===== src/design/coreTypes.sv =====
package coreTypes;
    localparam int numArchRegs = 32;
    localparam int numPhysRegs = 64;
    localparam int robDepth = 16;
    localparam int iqDepth = 8;
    localparam int mulLatency = 3;
    localparam int freeListDepth = numPhysRegs - numArchRegs; // tags not held by the initial map

    typedef logic [$clog2(numArchRegs)-1:0] archReg_t;
    typedef logic [$clog2(numPhysRegs)-1:0] tag_t;
    typedef logic [$clog2(robDepth)-1:0] robIdx_t;
    typedef logic [31:0] word_t;

    typedef logic [$clog2(robDepth):0] robCount_t;
    typedef logic [$clog2(iqDepth)-1:0] iqSlot_t;
    typedef logic [$clog2(iqDepth):0] iqCount_t;
    typedef logic [$clog2(freeListDepth)-1:0] freePtr_t;
    typedef logic [$clog2(freeListDepth):0] freeCount_t;

    typedef enum logic [3:0] {
        opAdd,
        opSub,
        opAnd,
        opOr,
        opXor,
        opSll,
        opSrl,
        opSlt,
        opMul // the only op that goes to the multiplier
    } aluOp_t;

    typedef struct packed {
        aluOp_t op;
        archReg_t rd;
        tag_t tagDst;
        tag_t tagA;
        logic readyA;
        tag_t tagB;
        logic readyB;
        word_t imm;
        logic useImm;
        robIdx_t robIdx;
    } renamedUop_t;

    typedef struct packed {
        logic valid;
        tag_t tag;
        robIdx_t robIdx;
        word_t result;
    } wbBus_t;

    typedef struct packed {
        logic valid;
        tag_t tag; // previous mapping of the committed register
    } commit_t;
endpackage


===== src/design/uopIf.sv =====
interface uopIf;
    logic valid;
    coreTypes::renamedUop_t uop;
    logic issued; // consumer took the uop this cycle

    modport producer (
        output valid,
        output uop,
        input issued
    );

    modport consumer (
        input valid,
        input uop,
        output issued
    );
endinterface


===== src/design/rename.sv =====
module rename (
    input logic clk,
    input logic rst,
    input logic instrValid,
    input coreTypes::aluOp_t instrOp,
    input coreTypes::archReg_t instrRd,
    input coreTypes::archReg_t instrRs1,
    input coreTypes::archReg_t instrRs2,
    input coreTypes::word_t instrImm,
    input logic instrUseImm,
    input logic iqFull,
    input coreTypes::wbBus_t wb,
    input coreTypes::commit_t commit,
    output logic stall,
    uopIf.producer toIq,
    output logic robAlloc,
    output coreTypes::archReg_t robAllocReg,
    output coreTypes::tag_t robAllocOldTag
);
    coreTypes::tag_t mapTable [coreTypes::numArchRegs];
    logic [coreTypes::numPhysRegs-1:0] physReady;
    coreTypes::tag_t freeList [coreTypes::freeListDepth];
    coreTypes::freePtr_t freeHead;
    coreTypes::freePtr_t freeTail;
    coreTypes::freeCount_t freeCount;
    coreTypes::robCount_t robCount;
    coreTypes::robIdx_t nextRobIdx;
    coreTypes::renamedUop_t renamed;
    coreTypes::tag_t newTag;
    logic accept;
    logic writesReg;
    logic freePush;

    assign stall = (freeCount == '0) ||
                   (robCount == coreTypes::robCount_t'(coreTypes::robDepth)) ||
                   iqFull;
    assign accept = instrValid && !stall;
    assign writesReg = instrRd != '0; // register 0 stays on tag 0
    assign newTag = writesReg ? freeList[freeHead] : '0;
    assign freePush = commit.valid && commit.tag != '0;

    always_comb begin
        renamed.op = instrOp;
        renamed.rd = instrRd;
        renamed.tagDst = newTag;
        renamed.tagA = mapTable[instrRs1];
        renamed.tagB = mapTable[instrRs2];
        // a result on wb this cycle is not yet in physReady
        renamed.readyA = physReady[renamed.tagA] || (wb.valid && wb.tag == renamed.tagA);
        renamed.readyB = instrUseImm || physReady[renamed.tagB] ||
                         (wb.valid && wb.tag == renamed.tagB);
        renamed.imm = instrImm;
        renamed.useImm = instrUseImm;
        renamed.robIdx = nextRobIdx;
    end

    always_ff @(posedge clk) begin
        if (rst) begin
            for (int i = 0; i < coreTypes::numArchRegs; i++) begin
                mapTable[i] <= coreTypes::tag_t'(i);
            end
            for (int i = 0; i < coreTypes::freeListDepth; i++) begin
                freeList[i] <= coreTypes::tag_t'(coreTypes::numArchRegs + i);
            end
            physReady <= '1;
            freeHead <= '0;
            freeTail <= '0;
            freeCount <= coreTypes::freeCount_t'(coreTypes::freeListDepth);
            robCount <= '0;
            nextRobIdx <= '0;
            toIq.valid <= 1'b0;
            robAlloc <= 1'b0;
        end else begin
            toIq.valid <= accept;
            robAlloc <= accept;
            if (accept && writesReg) begin
                mapTable[instrRd] <= newTag;
                physReady[newTag] <= 1'b0;
                freeHead <= freeHead + coreTypes::freePtr_t'(1);
            end
            if (wb.valid) begin
                physReady[wb.tag] <= 1'b1;
            end
            if (freePush) begin
                freeList[freeTail] <= commit.tag;
                freeTail <= freeTail + coreTypes::freePtr_t'(1);
            end
            freeCount <= freeCount + coreTypes::freeCount_t'(freePush) -
                         coreTypes::freeCount_t'(accept && writesReg);
            robCount <= robCount + coreTypes::robCount_t'(accept) -
                        coreTypes::robCount_t'(commit.valid);
            if (accept) begin
                nextRobIdx <= nextRobIdx + coreTypes::robIdx_t'(1);
            end
        end
    end

    always_ff @(posedge clk) begin
        if (accept) begin
            toIq.uop <= renamed;
            robAllocReg <= instrRd;
            robAllocOldTag <= mapTable[instrRd];
        end
    end
endmodule


===== src/flat_wrapper.sv =====
// flat-port wrapper written by rule: the top's interface ports become plain ports
module rename_flat 
  (clk, rst, instrValid, instrOp, instrRd, instrRs1, instrRs2, instrImm, instrUseImm, iqFull, wb, commit, stall, robAlloc, robAllocReg, robAllocOldTag, toIq_valid, toIq_uop, toIq_issued);
  uopIf toIq_i ();
  input logic clk;
  input logic rst;
  input logic instrValid;
  input coreTypes::aluOp_t instrOp;
  input coreTypes::archReg_t instrRd;
  input coreTypes::archReg_t instrRs1;
  input coreTypes::archReg_t instrRs2;
  input coreTypes::word_t instrImm;
  input logic instrUseImm;
  input logic iqFull;
  input coreTypes::wbBus_t wb;
  input coreTypes::commit_t commit;
  output logic stall;
  output logic robAlloc;
  output coreTypes::archReg_t robAllocReg;
  output coreTypes::tag_t robAllocOldTag;
  output wire logic [$bits(toIq_i.valid)-1:0] toIq_valid;
  output wire logic [$bits(toIq_i.uop)-1:0] toIq_uop;
  input wire logic [$bits(toIq_i.issued)-1:0] toIq_issued;
  assign toIq_valid = toIq_i.valid;
  assign toIq_uop = toIq_i.uop;
  assign toIq_i.issued = toIq_issued;
  rename u_core (.clk(clk), .rst(rst), .instrValid(instrValid), .instrOp(instrOp), .instrRd(instrRd), .instrRs1(instrRs1), .instrRs2(instrRs2), .instrImm(instrImm), .instrUseImm(instrUseImm), .iqFull(iqFull), .wb(wb), .commit(commit), .stall(stall), .toIq(toIq_i), .robAlloc(robAlloc), .robAllocReg(robAllocReg), .robAllocOldTag(robAllocOldTag));
endmodule

===== config.mk =====
export PLATFORM = sky130hd
export DESIGN_NAME = rename_flat
export DESIGN_NICKNAME = d
export VERILOG_FILES = /design/src/design/coreTypes.sv /design/src/design/uopIf.sv /design/src/design/rename.sv /design/src/flat_wrapper.sv
export SDC_FILE = /design/constraint.sdc
export NUM_CORES = 1
export LEC_CHECK = 0
export ABC_CLOCK_PERIOD_IN_PS = 7300
export BUFFER_PORTS_ARGS = -buffer_cell sky130_fd_sc_hd__clkbuf_2
export CAP_MARGIN = 20
export CORE_ASPECT_RATIO = 0.8
export CORE_MARGIN = 2
export CORE_UTILIZATION = 40
export CTS_CLUSTER_DIAMETER = 40
export DETAILED_ROUTE_END_ITERATION = 7
export GPL_ROUTABILITY_DRIVEN = 0
export GPL_TIMING_DRIVEN = 0
export SLEW_MARGIN = 20
export SYNTH_ARGS = -nofsm -noshare
export SYNTH_HDL_FRONTEND = slang
export SYNTH_SLANG_ARGS = --single-unit
export TNS_END_PERCENT = 10

===== constraint.sdc =====
create_clock -name clk -period 7.3 [get_ports clk]
set_clock_uncertainty 0.15 [all_clocks]
set_input_delay 0.365 -clock clk [delete_from_list [all_inputs] [get_ports clk]]
set_output_delay 0.365 -clock clk [all_outputs]
set_load 0.02 [all_outputs]

==> out/metrics.yaml <==
crit_end: "u_core.mapTable[22][1]"
initial_utilization_pct: 40.3
r2r_start: "u_core.robCount[2]"
dr.max_layer_used: "met5"
power.density_nw_per_um2: 270
syn_area_per_cell_um2: 12.8
die_y_um: 242
reg2reg_setup_slack_ns: 1.62
pwr-share-seq_pct: 39.9
layoutNonFillerInstCount: 3501
syn_inst: 2216
combPwrFrac_pct: 15.7
reg2regPathDepth: 14
p_sw_share_pct: 28.8
worst_setup_path_start_kind: "flop"
crit_fanout: 42
status: "finished, final reports clean"
worst_skew_pair.late_latency_ns: 0.64
slew_headroom_pct: 19.4
drt_pass1_iterations: 6
ys_ff_latch: 551
synth-edff-count: 456
dp_cells: 3300
wl_met2_mm: 43.2
hold_path_class: "in -> reg"
syn_area_um2: 28400
p_int_mw: 6.46
period_share_pct: 77.8
row_count: 87
wirelength_mm: 102
period_needed_ns: 5.68
clock.fmax_mhz: 176
final_hold_viol_count: 0
grt-ovfl-total: 0
syn2layout_area_growth_pct: 18.6
grt_pass1_vias: 21300
cts_tree: "yes"
io_pins: 187
setup_ws_ns: 1.62
switchingPower_mw: 2.61
core_area_um2: 70300
rsz0062_at_grt: "no"
synthArstFlopShare_pct: 0
dpl_cell_area_um2: 30300
min_path_cells: 3
fin_setup_tns_ns: 0
cts_max_level: 3
die_w_um: 302
dp_hpwl_mm: 73.2
wirelength_met1_mm: 39.8
clk_pin_slew_ns: 0.06
die_area_um2: 73100
cp-end-kind: "flop"
yosysWarnings: 0
ant_nets: 0
grt_pass1_wl_mm: 147
setup_violations: 0
vdd_drop_max_mv: 0.177
nNetsFinal: 2627
cts_inserted_buffers: 82
drv_slew: 0
synth_ff_type: "edfxtp_1"
grt_usage_pct: 27.8
clockRootBuffer: "clkbuf_16"
ys_types: 69
reg2reg_to: "u_core.mapTable[22][1]"
dr.first_iter.drc_count: 3604
synth_seq_area_share_pct: 55.0
postCtsSetupBuffers: 0
arrival_ns: 5.84
fin_area_um2: 33600
crit_required_ns: 7.46
drive_gt1_share_pct: 23.5
clkPwrFrac_pct: 44.4
worst-setup-path-type: "reg -> reg"
numPortBuffers: 144
pre_cts_ws_ns: 1.86
route.detailed.drc: 0
worst_slew_pin_slew_ns: 1.20
grt_max_degree: 43
vias_per_cell: 6.24
cts.sink_count: 551
wl_met3_mm: 15.2
critPathLaunch: "u_core.robCount[2]"
cts.path.max_buffers: 3
power.leakage_nw: 11.2
maxCapViolations: 0
fillers: 6287
antenna_found_initial: 5
wl_per_cell_um: 29.1
dr_total_vias: 21900
[power by group through the flow]
stage	Sequential (mW)	Combinational (mW)	Clock, mW
global placement	3.68	1.34	0
floorplan	3.71	0.812	0
detailed placement	3.68	1.36	0
global route	3.63	1.50	4.20
CTS	3.62	1.38	4.07
finish	3.62	1.42	4.03
[cells in the mapped netlist (5+ instances only)]
| master | number | area share, % |
|---|---|---|
| buf_4 | 11 | 0.29 |
| clkbuf_1 | 129 | 1.7 |
| inv_2 | 5 | 0.066 |
| a221o_1 | 63 | 2.2 |
| and3_1 | 11 | 0.24 |
| nor3b_1 | 8 | 0.21 |
| dfxtp_1 | 95 | 6.7 |
| nand2_1 | 274 | 3.6 |
| mux4_2 | 184 | 15 |
| nand4_1 | 16 | 0.35 |
| ha_1 | 20 | 0.88 |
| mux2i_1 | 127 | 4.5 |
| or2_2 | 35 | 0.77 |
| buf_2 | 28 | 0.49 |
| nor3_1 | 53 | 0.93 |
| o22ai_1 | 7 | 0.15 |
| xnor2_1 | 12 | 0.37 |
| nand3b_1 | 6 | 0.16 |
| mux2_2 | 18 | 0.71 |
| inv_1 | 35 | 0.46 |
| nor2_2 | 8 | 0.18 |
| and2_1 | 38 | 0.84 |
| and3b_1 | 5 | 0.15 |
| buf_6 | 5 | 0.20 |
| o21ai_0 | 19 | 0.34 |
| edfxtp_1 | 456 | 48 |
| nor2b_1 | 13 | 0.29 |
| nand3_1 | 36 | 0.63 |
| buf_1 | 14 | 0.19 |
| a22oi_1 | 43 | 1.1 |
| a22o_1 | 5 | 0.15 |
| or3_1 | 67 | 1.5 |
| nor2_1 | 224 | 3.0 |
| nand2_2 | 7 | 0.15 |
| xor2_1 | 16 | 0.49 |
| nand2b_1 | 43 | 0.95 |
| a21oi_1 | 21 | 0.37 |
| a221oi_1 | 5 | 0.15 |
| o211ai_1 | 6 | 0.16 |
[layout make-up]
cell class | instances | area [µm²] | area share (%)
flip-flops and latches | 551 | 15600 | 46.4
multi-input cells | 1442 | 11900 | 35.2
clock buffers | 100 | 2210 | 6.57
repair buffers | 193 | 1230 | 3.66
well taps | 934 | 1170 | 3.47
plain buffers | 187 | 822 | 2.44
clock inverters | 52 | 607 | 1.80
inverters | 41 | 154 | 0.457
diodes | 1 | 2.50 | 0.00744
[metrics by stage]
stage	hold slack, ns	util [%]	total power [mW]
final	0.0240	47.8	9.07
after CTS	0.00203	47.8	9.07
after detailed placement	0.298	43.1	5.04
after global routing	0.0496	47.8	9.32
after global placement	0.287	43.1	5.03
after floorplan	0.278	-	4.52
[cells in the final DEF, fill, tap and decap left out, types with 67 or more instances in the layout]
master / instances
clkbuf_1: 138
mux2i_1: 127
mux4_2: 184
or3_1: 67
edfxtp_1: 456
clkbuf_16: 84
nand2_1: 274
clkbuf_2: 145
dfxtp_1: 95
nor2_1: 223
[registers in the layout, summed over array words and instances, names as in the netlist, named ones only]
register / count
u_core.toIq.valid: 1
u_core.robAllocOldTag: 6
u_core.freeHead: 5
u_core.freeCount: 6
u_core.nextRobIdx: 4
u_core.mapTable: 192
u_core.physReady: 64
u_core.toIq.uop: 66
u_core.robCount: 5
u_core.freeTail: 5
u_core.freeList: 192
[worst min path at each step]
stage                              to                  from  slack (ns)
6_report       u_core.freeList[19][4]             commit[4]        0.02
5_1_grt        u_core.freeList[19][4]             commit[4]        0.05
4_1_cts        u_core.freeList[19][4]             commit[4]       0.002
3_5_place_dp       u_core.toIq.uop[3]  u_core.nextRobIdx[3]        0.30
3_3_place_gp       u_core.toIq.uop[3]  u_core.nextRobIdx[3]        0.29
2_1_floorplan      u_core.toIq.uop[3]  u_core.nextRobIdx[3]        0.28
[cell families after synthesis]
kind of cell             Yosys count  share of synthesized area, %
AO/OA/AOI/OAI                    197                          5.50
buffers and inverters            228                          3.42
adder cells (fa/ha/maj)           22                          1.02
XOR/XNOR                          28                         0.864
other                              1                        0.0132
multiplexers                     329                          19.8
AND/OR/NAND/NOR                  860                          14.4
flip-flops                       551                          55.0
[critical path: stages (launching register included)]
cell	delay (ns)
dfxtp_1	0.33
inv_1	0.07
ha_1	0.18
and4_1	0.15
a311oi_1	0.54
and2_1	0.21
clkbuf_4	0.54
buf_16	0.29
nor2b_1	0.16
clkbuf_1	0.32
nand2_1	0.12
nor2_1	0.78
clkbuf_1	0.82
nand2_1	0.27
nand2b_1	0.35
[layer usage]
metal	vias to the layer above	GRT usage [%]
met5	-	0
met4	10	9.52
met3	283	10.9
met2	1710	39.3
met1	10900	38.8
li1	8973	-
[repair_timing]
action	in CTS	in global routing
hold buffers	47	0
endpoints found under the hold margin	51	0
setup endpoints to repair	0	0
resized for setup	0	0
(Power assumes the default switching activity.)
