**config.mk**
```make
export PLATFORM = sky130hd
export DESIGN_NAME = execute_flat
export DESIGN_NICKNAME = d
export VERILOG_FILES = /design/src/design/coreTypes.sv /design/src/design/uopIf.sv /design/src/design/execute.sv /design/src/flat_wrapper.sv
export SDC_FILE = /design/constraint.sdc
export NUM_CORES = 2
export LEC_CHECK = 0
export BUFFER_PORTS_ARGS = -buffer_cell sky130_fd_sc_hd__buf_2
export CORE_ASPECT_RATIO = 1.75
export CORE_MARGIN = 1
export CORE_UTILIZATION = 58
export CTS_BUF_LIST = sky130_fd_sc_hd__clkbuf_4 sky130_fd_sc_hd__clkbuf_8
export CTS_CLUSTER_SIZE = 8
export DETAILED_ROUTE_END_ITERATION = 7
export PLACE_DENSITY_LB_ADDON = 0.1
export SLEW_MARGIN = 40
export SYNTH_ARGS = -nofsm -noshare
export SYNTH_HDL_FRONTEND = slang
export SYNTH_SLANG_ARGS = --single-unit
export TNS_END_PERCENT = 50
```
**constraint.sdc**
```tcl
create_clock -name clk -period 9.8 [get_ports clk]
set_input_delay 1.96 -clock clk [delete_from_list [all_inputs] [get_ports clk]]
set_output_delay 1.96 -clock clk [all_outputs]
set_load 0.02 [all_outputs]
```
**src/design/coreTypes.sv**
```systemverilog
package coreTypes;
    localparam int numArchRegs = 32;
    localparam int numPhysRegs = 64;
    localparam int robDepth = 16;
    localparam int iqDepth = 8;
    localparam int mulLatency = 3;
    localparam int freeListDepth = numPhysRegs - numArchRegs; // tags not held by the initial map

    typedef logic [$clog2(numArchRegs)-1:0] archReg_t;
    typedef logic [$clog2(numPhysRegs)-1:0] tag_t;
    typedef logic [$clog2(robDepth)-1:0] robIdx_t;
    typedef logic [31:0] word_t;

    typedef logic [$clog2(robDepth):0] robCount_t;
    typedef logic [$clog2(iqDepth)-1:0] iqSlot_t;
    typedef logic [$clog2(iqDepth):0] iqCount_t;
    typedef logic [$clog2(freeListDepth)-1:0] freePtr_t;
    typedef logic [$clog2(freeListDepth):0] freeCount_t;

    typedef enum logic [3:0] {
        opAdd,
        opSub,
        opAnd,
        opOr,
        opXor,
        opSll,
        opSrl,
        opSlt,
        opMul // the only op that goes to the multiplier
    } aluOp_t;

    typedef struct packed {
        aluOp_t op;
        archReg_t rd;
        tag_t tagDst;
        tag_t tagA;
        logic readyA;
        tag_t tagB;
        logic readyB;
        word_t imm;
        logic useImm;
        robIdx_t robIdx;
    } renamedUop_t;

    typedef struct packed {
        logic valid;
        tag_t tag;
        robIdx_t robIdx;
        word_t result;
    } wbBus_t;

    typedef struct packed {
        logic valid;
        tag_t tag; // previous mapping of the committed register
    } commit_t;
endpackage

```
**src/design/uopIf.sv**
```systemverilog
interface uopIf;
    logic valid;
    coreTypes::renamedUop_t uop;
    logic issued; // consumer took the uop this cycle

    modport producer (
        output valid,
        output uop,
        input issued
    );

    modport consumer (
        input valid,
        input uop,
        output issued
    );
endinterface

```
**src/design/execute.sv**
```systemverilog
module execute (
    input logic clk,
    input logic rst,
    input coreTypes::word_t rdata1,
    input coreTypes::word_t rdata2,
    uopIf.consumer fromIq,
    output coreTypes::tag_t raddr1,
    output coreTypes::tag_t raddr2,
    output coreTypes::wbBus_t wb
);
    coreTypes::renamedUop_t exUop;
    logic exValid;
    coreTypes::word_t opA;
    coreTypes::word_t opB;
    coreTypes::word_t aluResult;
    logic [coreTypes::mulLatency-2:0] mulValid;
    coreTypes::tag_t mulTag [coreTypes::mulLatency-1];
    coreTypes::robIdx_t mulRob [coreTypes::mulLatency-1];
    coreTypes::word_t mulProd [coreTypes::mulLatency-1];
    logic wbValid;
    coreTypes::tag_t wbTag;
    coreTypes::robIdx_t wbRob;
    coreTypes::word_t wbResult;

    assign fromIq.issued = fromIq.valid;
    assign raddr1 = exUop.tagA;
    assign raddr2 = exUop.tagB;
    assign opA = rdata1;
    assign opB = exUop.useImm ? exUop.imm : rdata2;

    always_comb begin
        case (exUop.op)
            coreTypes::opAdd: aluResult = opA + opB;
            coreTypes::opSub: aluResult = opA - opB;
            coreTypes::opAnd: aluResult = opA & opB;
            coreTypes::opOr: aluResult = opA | opB;
            coreTypes::opXor: aluResult = opA ^ opB;
            coreTypes::opSll: aluResult = opA << opB[4:0];
            coreTypes::opSrl: aluResult = opA >> opB[4:0];
            coreTypes::opSlt: aluResult = {31'b0, $signed(opA) < $signed(opB)};
            default: aluResult = '0;
        endcase
    end

    always_ff @(posedge clk) begin
        if (rst) begin
            exValid <= 1'b0;
            mulValid <= '0;
            wbValid <= 1'b0;
        end else begin
            exValid <= fromIq.valid;
            mulValid <= {mulValid[coreTypes::mulLatency-3:0],
                         exValid && exUop.op == coreTypes::opMul};
            wbValid <= mulValid[coreTypes::mulLatency-2] ||
                       (exValid && exUop.op != coreTypes::opMul);
        end
    end

    always_ff @(posedge clk) begin
        if (fromIq.valid) begin
            exUop <= fromIq.uop;
        end
        mulTag[0] <= exUop.tagDst;
        mulRob[0] <= exUop.robIdx;
        mulProd[0] <= (exUop.rd == '0) ? '0 : opA * opB; // low half of the product
        for (int i = 1; i < coreTypes::mulLatency - 1; i++) begin
            mulTag[i] <= mulTag[i-1];
            mulRob[i] <= mulRob[i-1];
            mulProd[i] <= mulProd[i-1];
        end
        // issue rule keeps the ALU off the port when a multiply arrives
        if (mulValid[coreTypes::mulLatency-2]) begin
            wbTag <= mulTag[coreTypes::mulLatency-2];
            wbRob <= mulRob[coreTypes::mulLatency-2];
            wbResult <= mulProd[coreTypes::mulLatency-2];
        end else begin
            wbTag <= exUop.tagDst;
            wbRob <= exUop.robIdx;
            wbResult <= (exUop.rd == '0) ? '0 : aluResult;
        end
    end

    assign wb = '{valid: wbValid, tag: wbTag, robIdx: wbRob, result: wbResult};
endmodule

```
**src/flat_wrapper.sv**
```systemverilog
// flat-port wrapper written by rule: the top's interface ports become plain ports
module execute_flat 
  (clk, rst, rdata1, rdata2, raddr1, raddr2, wb, fromIq_valid, fromIq_uop, fromIq_issued);
  uopIf fromIq_i ();
  input logic clk;
  input logic rst;
  input coreTypes::word_t rdata1;
  input coreTypes::word_t rdata2;
  output coreTypes::tag_t raddr1;
  output coreTypes::tag_t raddr2;
  output coreTypes::wbBus_t wb;
  input wire logic [$bits(fromIq_i.valid)-1:0] fromIq_valid;
  input wire logic [$bits(fromIq_i.uop)-1:0] fromIq_uop;
  output wire logic [$bits(fromIq_i.issued)-1:0] fromIq_issued;
  assign fromIq_i.valid = fromIq_valid;
  assign fromIq_i.uop = fromIq_uop;
  assign fromIq_issued = fromIq_i.issued;
  execute u_core (.clk(clk), .rst(rst), .rdata1(rdata1), .rdata2(rdata2), .fromIq(fromIq_i), .raddr1(raddr1), .raddr2(raddr2), .wb(wb));
endmodule
```
==> report_table.html <==
<table>
<tr><th>Metric</th><th>Value</th></tr>
<tr><th colspan="2">CTS</th></tr>
<tr><td>Cell at the root of the clock tree</td><td>sky130_fd_sc_hd__clkbuf_8</td></tr>
<tr><td>Number of clock buffers inserted by TritonCTS</td><td>17</td></tr>
<tr><td>Clock sinks</td><td>194</td></tr>
<tr><td>Clock transition time at the flip-flop clock pins of the worst setup and hold paths</td><td>0.11 ns</td></tr>
<tr><td>Post-CTS Repair Setup Buffers</td><td>0</td></tr>
<tr><td>CTS hold repair buffers</td><td>0</td></tr>
<tr><td>Later-pin clock latency in the skew report</td><td>0.61 ns</td></tr>
<tr><td>Gates resized, CTS repair</td><td>0</td></tr>
<tr><td>Clock tree buffer depth</td><td>2</td></tr>
<tr><td>H-tree level count</td><td>4</td></tr>
<tr><td>CTS tree</td><td>yes</td></tr>
<tr><th colspan="2">Critical path</th></tr>
<tr><td>Worst Setup End Kind</td><td>register</td></tr>
<tr><td>Dominant cell type by count on the critical path</td><td>sky130_fd_sc_hd__fa_1</td></tr>
<tr><td>CP peak stage delay</td><td>0.60 ns</td></tr>
<tr><td>Worst reg-to-reg path cell count</td><td>27</td></tr>
<tr><td>Number of cells on the critical path</td><td>28</td></tr>
<tr><td>Category of the most critical setup path</td><td>primary input to register</td></tr>
<tr><td>Required arrival time at the worst endpoint</td><td>10.24 ns</td></tr>
<tr><td>Buffers &amp; Inverters on Critical Path</td><td>7</td></tr>
<tr><td>Family of cells with the greatest summed delay on the critical path</td><td>adder cells</td></tr>
<tr><td>Largest fanout on the critical path</td><td>17</td></tr>
<tr><td>Crit start category</td><td>primary input</td></tr>
<tr><td>Crit-path slowest cell</td><td>sky130_fd_sc_hd__mux2i_4</td></tr>
<tr><td>Critical Path AT</td><td>9.50 ns</td></tr>
<tr><th colspan="2">Cells and area</th></tr>
<tr><td>Synthesis-to-finish area growth</td><td>8.09%</td></tr>
<tr><td>Filler-free cell count of the finished design</td><td>4065</td></tr>
<tr><td>Layout Nets</td><td>4156</td></tr>
<tr><td>Fraction of layout cells with a size suffix above 1</td><td>0.129</td></tr>
<tr><th colspan="2">Drt</th></tr>
<tr><td>Vias post-DR</td><td>26800</td></tr>
<tr><td>Number of detailed-routing iterations run before antenna repair</td><td>8</td></tr>
<tr><td>Post-detailed-route via-to-cell ratio</td><td>6.58</td></tr>
<tr><td>DRC violations left</td><td>1</td></tr>
<tr><td>ANT nets after route</td><td>0</td></tr>
<tr><td>Final wirelength</td><td>123000 µm</td></tr>
<tr><td>Drt first-iter violations</td><td>3411</td></tr>
<tr><td>Routed wirelength normalized by instance count</td><td>30.2 µm</td></tr>
<tr><th colspan="2">Placement</th></tr>
<tr><td>Routability Congestion</td><td>1.03</td></tr>
<tr><td>Buffers on Ports</td><td>186</td></tr>
<tr><td>Placed Instances</td><td>4028</td></tr>
<tr><td>Half-perimeter wire length after detailed placement</td><td>95400 µm</td></tr>
<tr><th colspan="2">Logic synthesis</th></tr>
<tr><td>Ranking of synthesized cells by instance count</td><td>476 x sky130_fd_sc_hd__nor2_1, 467 x sky130_fd_sc_hd__inv_1, 410 x sky130_fd_sc_hd__fa_1, 359 x sky130_fd_sc_hd__nand2_1, 220 x sky130_fd_sc_hd__ha_1</td></tr>
<tr><td>Proportion of synthesized flip-flops having asynchronous set or reset</td><td>0</td></tr>
<tr><td>Mux cell area share after synthesis</td><td>0.0577</td></tr>
<tr><td>Proportion of synthesized chip area in sequential cells</td><td>0.159</td></tr>
<tr><td>Cell types occupying the most area after synthesis</td><td>sky130_fd_sc_hd__fa_1 29%, sky130_fd_sc_hd__ha_1 9.7%, sky130_fd_sc_hd__dfxtp_1 9.2%, sky130_fd_sc_hd__edfxtp_1 6.8%, sky130_fd_sc_hd__nor2_1 6.3%</td></tr>
<tr><td>Post-synthesis share of cell area spent on xor and xnor gates</td><td>0.0283</td></tr>
<tr><td>Total of flip-flops plus latches after synthesis</td><td>194</td></tr>
<tr><td>Leading register cell type out of synthesis</td><td>sky130_fd_sc_hd__dfxtp_1</td></tr>
<tr><td>Leading cell type by number of instances after synthesis</td><td>sky130_fd_sc_hd__nor2_1</td></tr>
<tr><td>Synthesized-area fraction occupied by ao, oa, aoi and oai cells</td><td>0.128</td></tr>
<tr><td>Cell count after synthesis</td><td>3265</td></tr>
<tr><td>Combinational family with the most area after synthesis</td><td>adder cells</td></tr>
<tr><td>Post-synthesis cell type with the largest combined area</td><td>sky130_fd_sc_hd__fa_1</td></tr>
<tr><td>Count of synthesis-stage warnings from yosys</td><td>0</td></tr>
<tr><td>Post-synth net total</td><td>4028</td></tr>
<tr><td>Synth Cell Area</td><td>28400 µm²</td></tr>
<tr><td>Post-synthesis share of cell area spent on full adders, half adders and majority gates</td><td>0.386</td></tr>
<tr><td>Area share of and/or/nand/nor cells after synthesis</td><td>0.146</td></tr>
<tr><td>Share of the synthesized area in the top cell type</td><td>0.289</td></tr>
<tr><td>Number of enable-type register cells in the synthesized netlist</td><td>64</td></tr>
<tr><td>Per-instance average area after synthesis</td><td>8.71 µm²</td></tr>
<tr><td>Cell variety after synth</td><td>91</td></tr>
<tr><th colspan="2">Timing</th></tr>
<tr><td>Hold Violations, Final</td><td>0</td></tr>
<tr><td>Fmax achieved</td><td>0.110 GHz</td></tr>
<tr><td>Final critical path time including I/O delays and setup</td><td>9.06 ns</td></tr>
<tr><td>Unrepaired setup endpoints after global routing</td><td>no</td></tr>
<tr><td>Slew at the pin closest to its max-slew limit</td><td>0.912 ns</td></tr>
<tr><td>Number of failing setup endpoints in the final timing report</td><td>0</td></tr>
<tr><td>Pins over their slew limit</td><td>0</td></tr>
<tr><td>Headroom to the max-slew limit</td><td>0.380</td></tr>
<tr><td>Sum Neg Setup Slack</td><td>0 ns</td></tr>
<tr><td>Post-route fraction of the period consumed by the critical path</td><td>0.924</td></tr>
<tr><td>Skew final</td><td>0.0380 ns</td></tr>
<tr><th colspan="2">Die</th></tr>
<tr><td>Floorplan die height</td><td>295 µm</td></tr>
<tr><td>Initial Utilization</td><td>0.585</td></tr>
<tr><td>Die footprint</td><td>49900 µm²</td></tr>
<tr><td>Core area</td><td>48600 µm²</td></tr>
<tr><td>Number of cell rows</td><td>107</td></tr>
<tr><td>Die width</td><td>169 µm</td></tr>
<tr><td>IO Count</td><td>189</td></tr>
<tr><th colspan="2">Global route</th></tr>
<tr><td>Global route total overflow</td><td>0</td></tr>
<tr><td>Largest net degree at the start of global routing</td><td>50</td></tr>
<tr><td>Global routing usage summed across all routing layers</td><td>0.510</td></tr>
<tr><td>Number of global-route vias before repair</td><td>28200</td></tr>
<tr><td>Wire length of the first global-routing pass</td><td>179000 µm</td></tr>
<tr><td>Initial antenna violation count</td><td>6</td></tr>
<tr><th colspan="2">Outcome</th></tr>
<tr><td>Violated checks</td><td>DRC</td></tr>
<tr><td>Result of the run</td><td>finished, violations left</td></tr>
<tr><th colspan="2">Worst hold path</th></tr>
<tr><td>Count of cells along the worst hold path</td><td>0</td></tr>
<tr><td>Worst min-delay path class</td><td>register to register</td></tr>
<tr><th colspan="2">Flow run</th></tr>
<tr><td>Number of maximum-capacitance constraint violations</td><td>0</td></tr>
</table>
-- cells by family (layout without fill, tap and decap cells) --
kind of cell	after synthesis	in the layout
AO/OA/AOI/OAI	541	541
XOR/XNOR	92	92
AND/OR/NAND/NOR	1007	1007
buffers and inverters	677	818
adder cells (fa/ha/maj)	630	630
other	0	5
multiplexers	124	124
flip-flops	194	194
-- sequential cells by signal, summed over array words and instances, names as in the netlist --
name	count
u_core.mulRob	8
u_core.exValid	1
u_core.mulValid	2
u_core.wbResult	32
u_core.mulProd	64
u_core.wbTag	6
u_core.wbRob	4
u_core.raddr1	6
u_core.exUop	52
u_core.mulTag	12
u_core.raddr2	6
u_core.wbValid	1
-- per-layer routing --
layer	track usage	vias up	wire length [µm]
li1	-	10800	-
met1	0.546	12900	37900
met2	0.795	2159	55400
met3	0.129	879	13100
met4	0.535	2	16300
met5	0	-	13
-- cells in the final DEF (no fill, tap or decap), drive strengths merged, types with 43 or more instances in the layout --
cell	netlist	layout
a21oi	136	136
ha	220	220
nor3	43	43
mux2i	90	90
nand2	359	359
fa	410	410
xnor2	76	76
dfxtp	130	130
buf	70	304
edfxtp	64	64
inv	477	484
o21ai	121	121
nor2	477	477
-- stage by stage --
| stage | instance area [µm²] | utilization | setup slack, ns | hold slack, ns |
|---|---|---|---|---|
| 2_1_floorplan | 28400 | - | 0.222 | 0.310 |
| 3_3_place_gp | 30300 | 0.623 | 0.491 | 0.310 |
| 3_5_place_dp | 30300 | 0.624 | 0.291 | 0.313 |
| 4_1_cts | 30700 | 0.632 | 0.908 | 0.337 |
| 5_1_grt | 30700 | 0.632 | 0.420 | 0.342 |
| 6_report | 30700 | 0.632 | 0.741 | 0.336 |
-- path summary, 6_finish.rpt --
path / start / to / slack [ns]
worst min register to register: u_core.mulProd[0][3]$_SDFF_PN0_ / u_core.mulProd[0][35]$_DFF_P_ / 0.34
worst max register to register: u_core.exUop[4]$_DFFE_PP_ / u_core.mulProd[0][28]$_SDFF_PN0_ / 1.08
worst max-delay path: rdata2[4] / u_core.mulProd[0][28]$_SDFF_PN0_ / 0.74
worst min-delay path: u_core.mulProd[0][3]$_SDFF_PN0_ / u_core.mulProd[0][35]$_DFF_P_ / 0.34
-- final cells by class --
| type | count | area, µm² |
|---|---|---|
| well taps | 654 | 818 |
| repair buffers | 304 | 1860 |
| inverters | 482 | 1810 |
| flip-flops and latches | 194 | 4530 |
| clock inverters | 15 | 146 |
| fillers | 4010 | 17900 |
| multi-input cells | 2394 | 21300 |
| clock buffers | 17 | 234 |
| diodes | 5 | 12.5 |
Power is not shown: default switching activity piles up to over one toggle a cycle in this logic, so the estimate is an artifact.
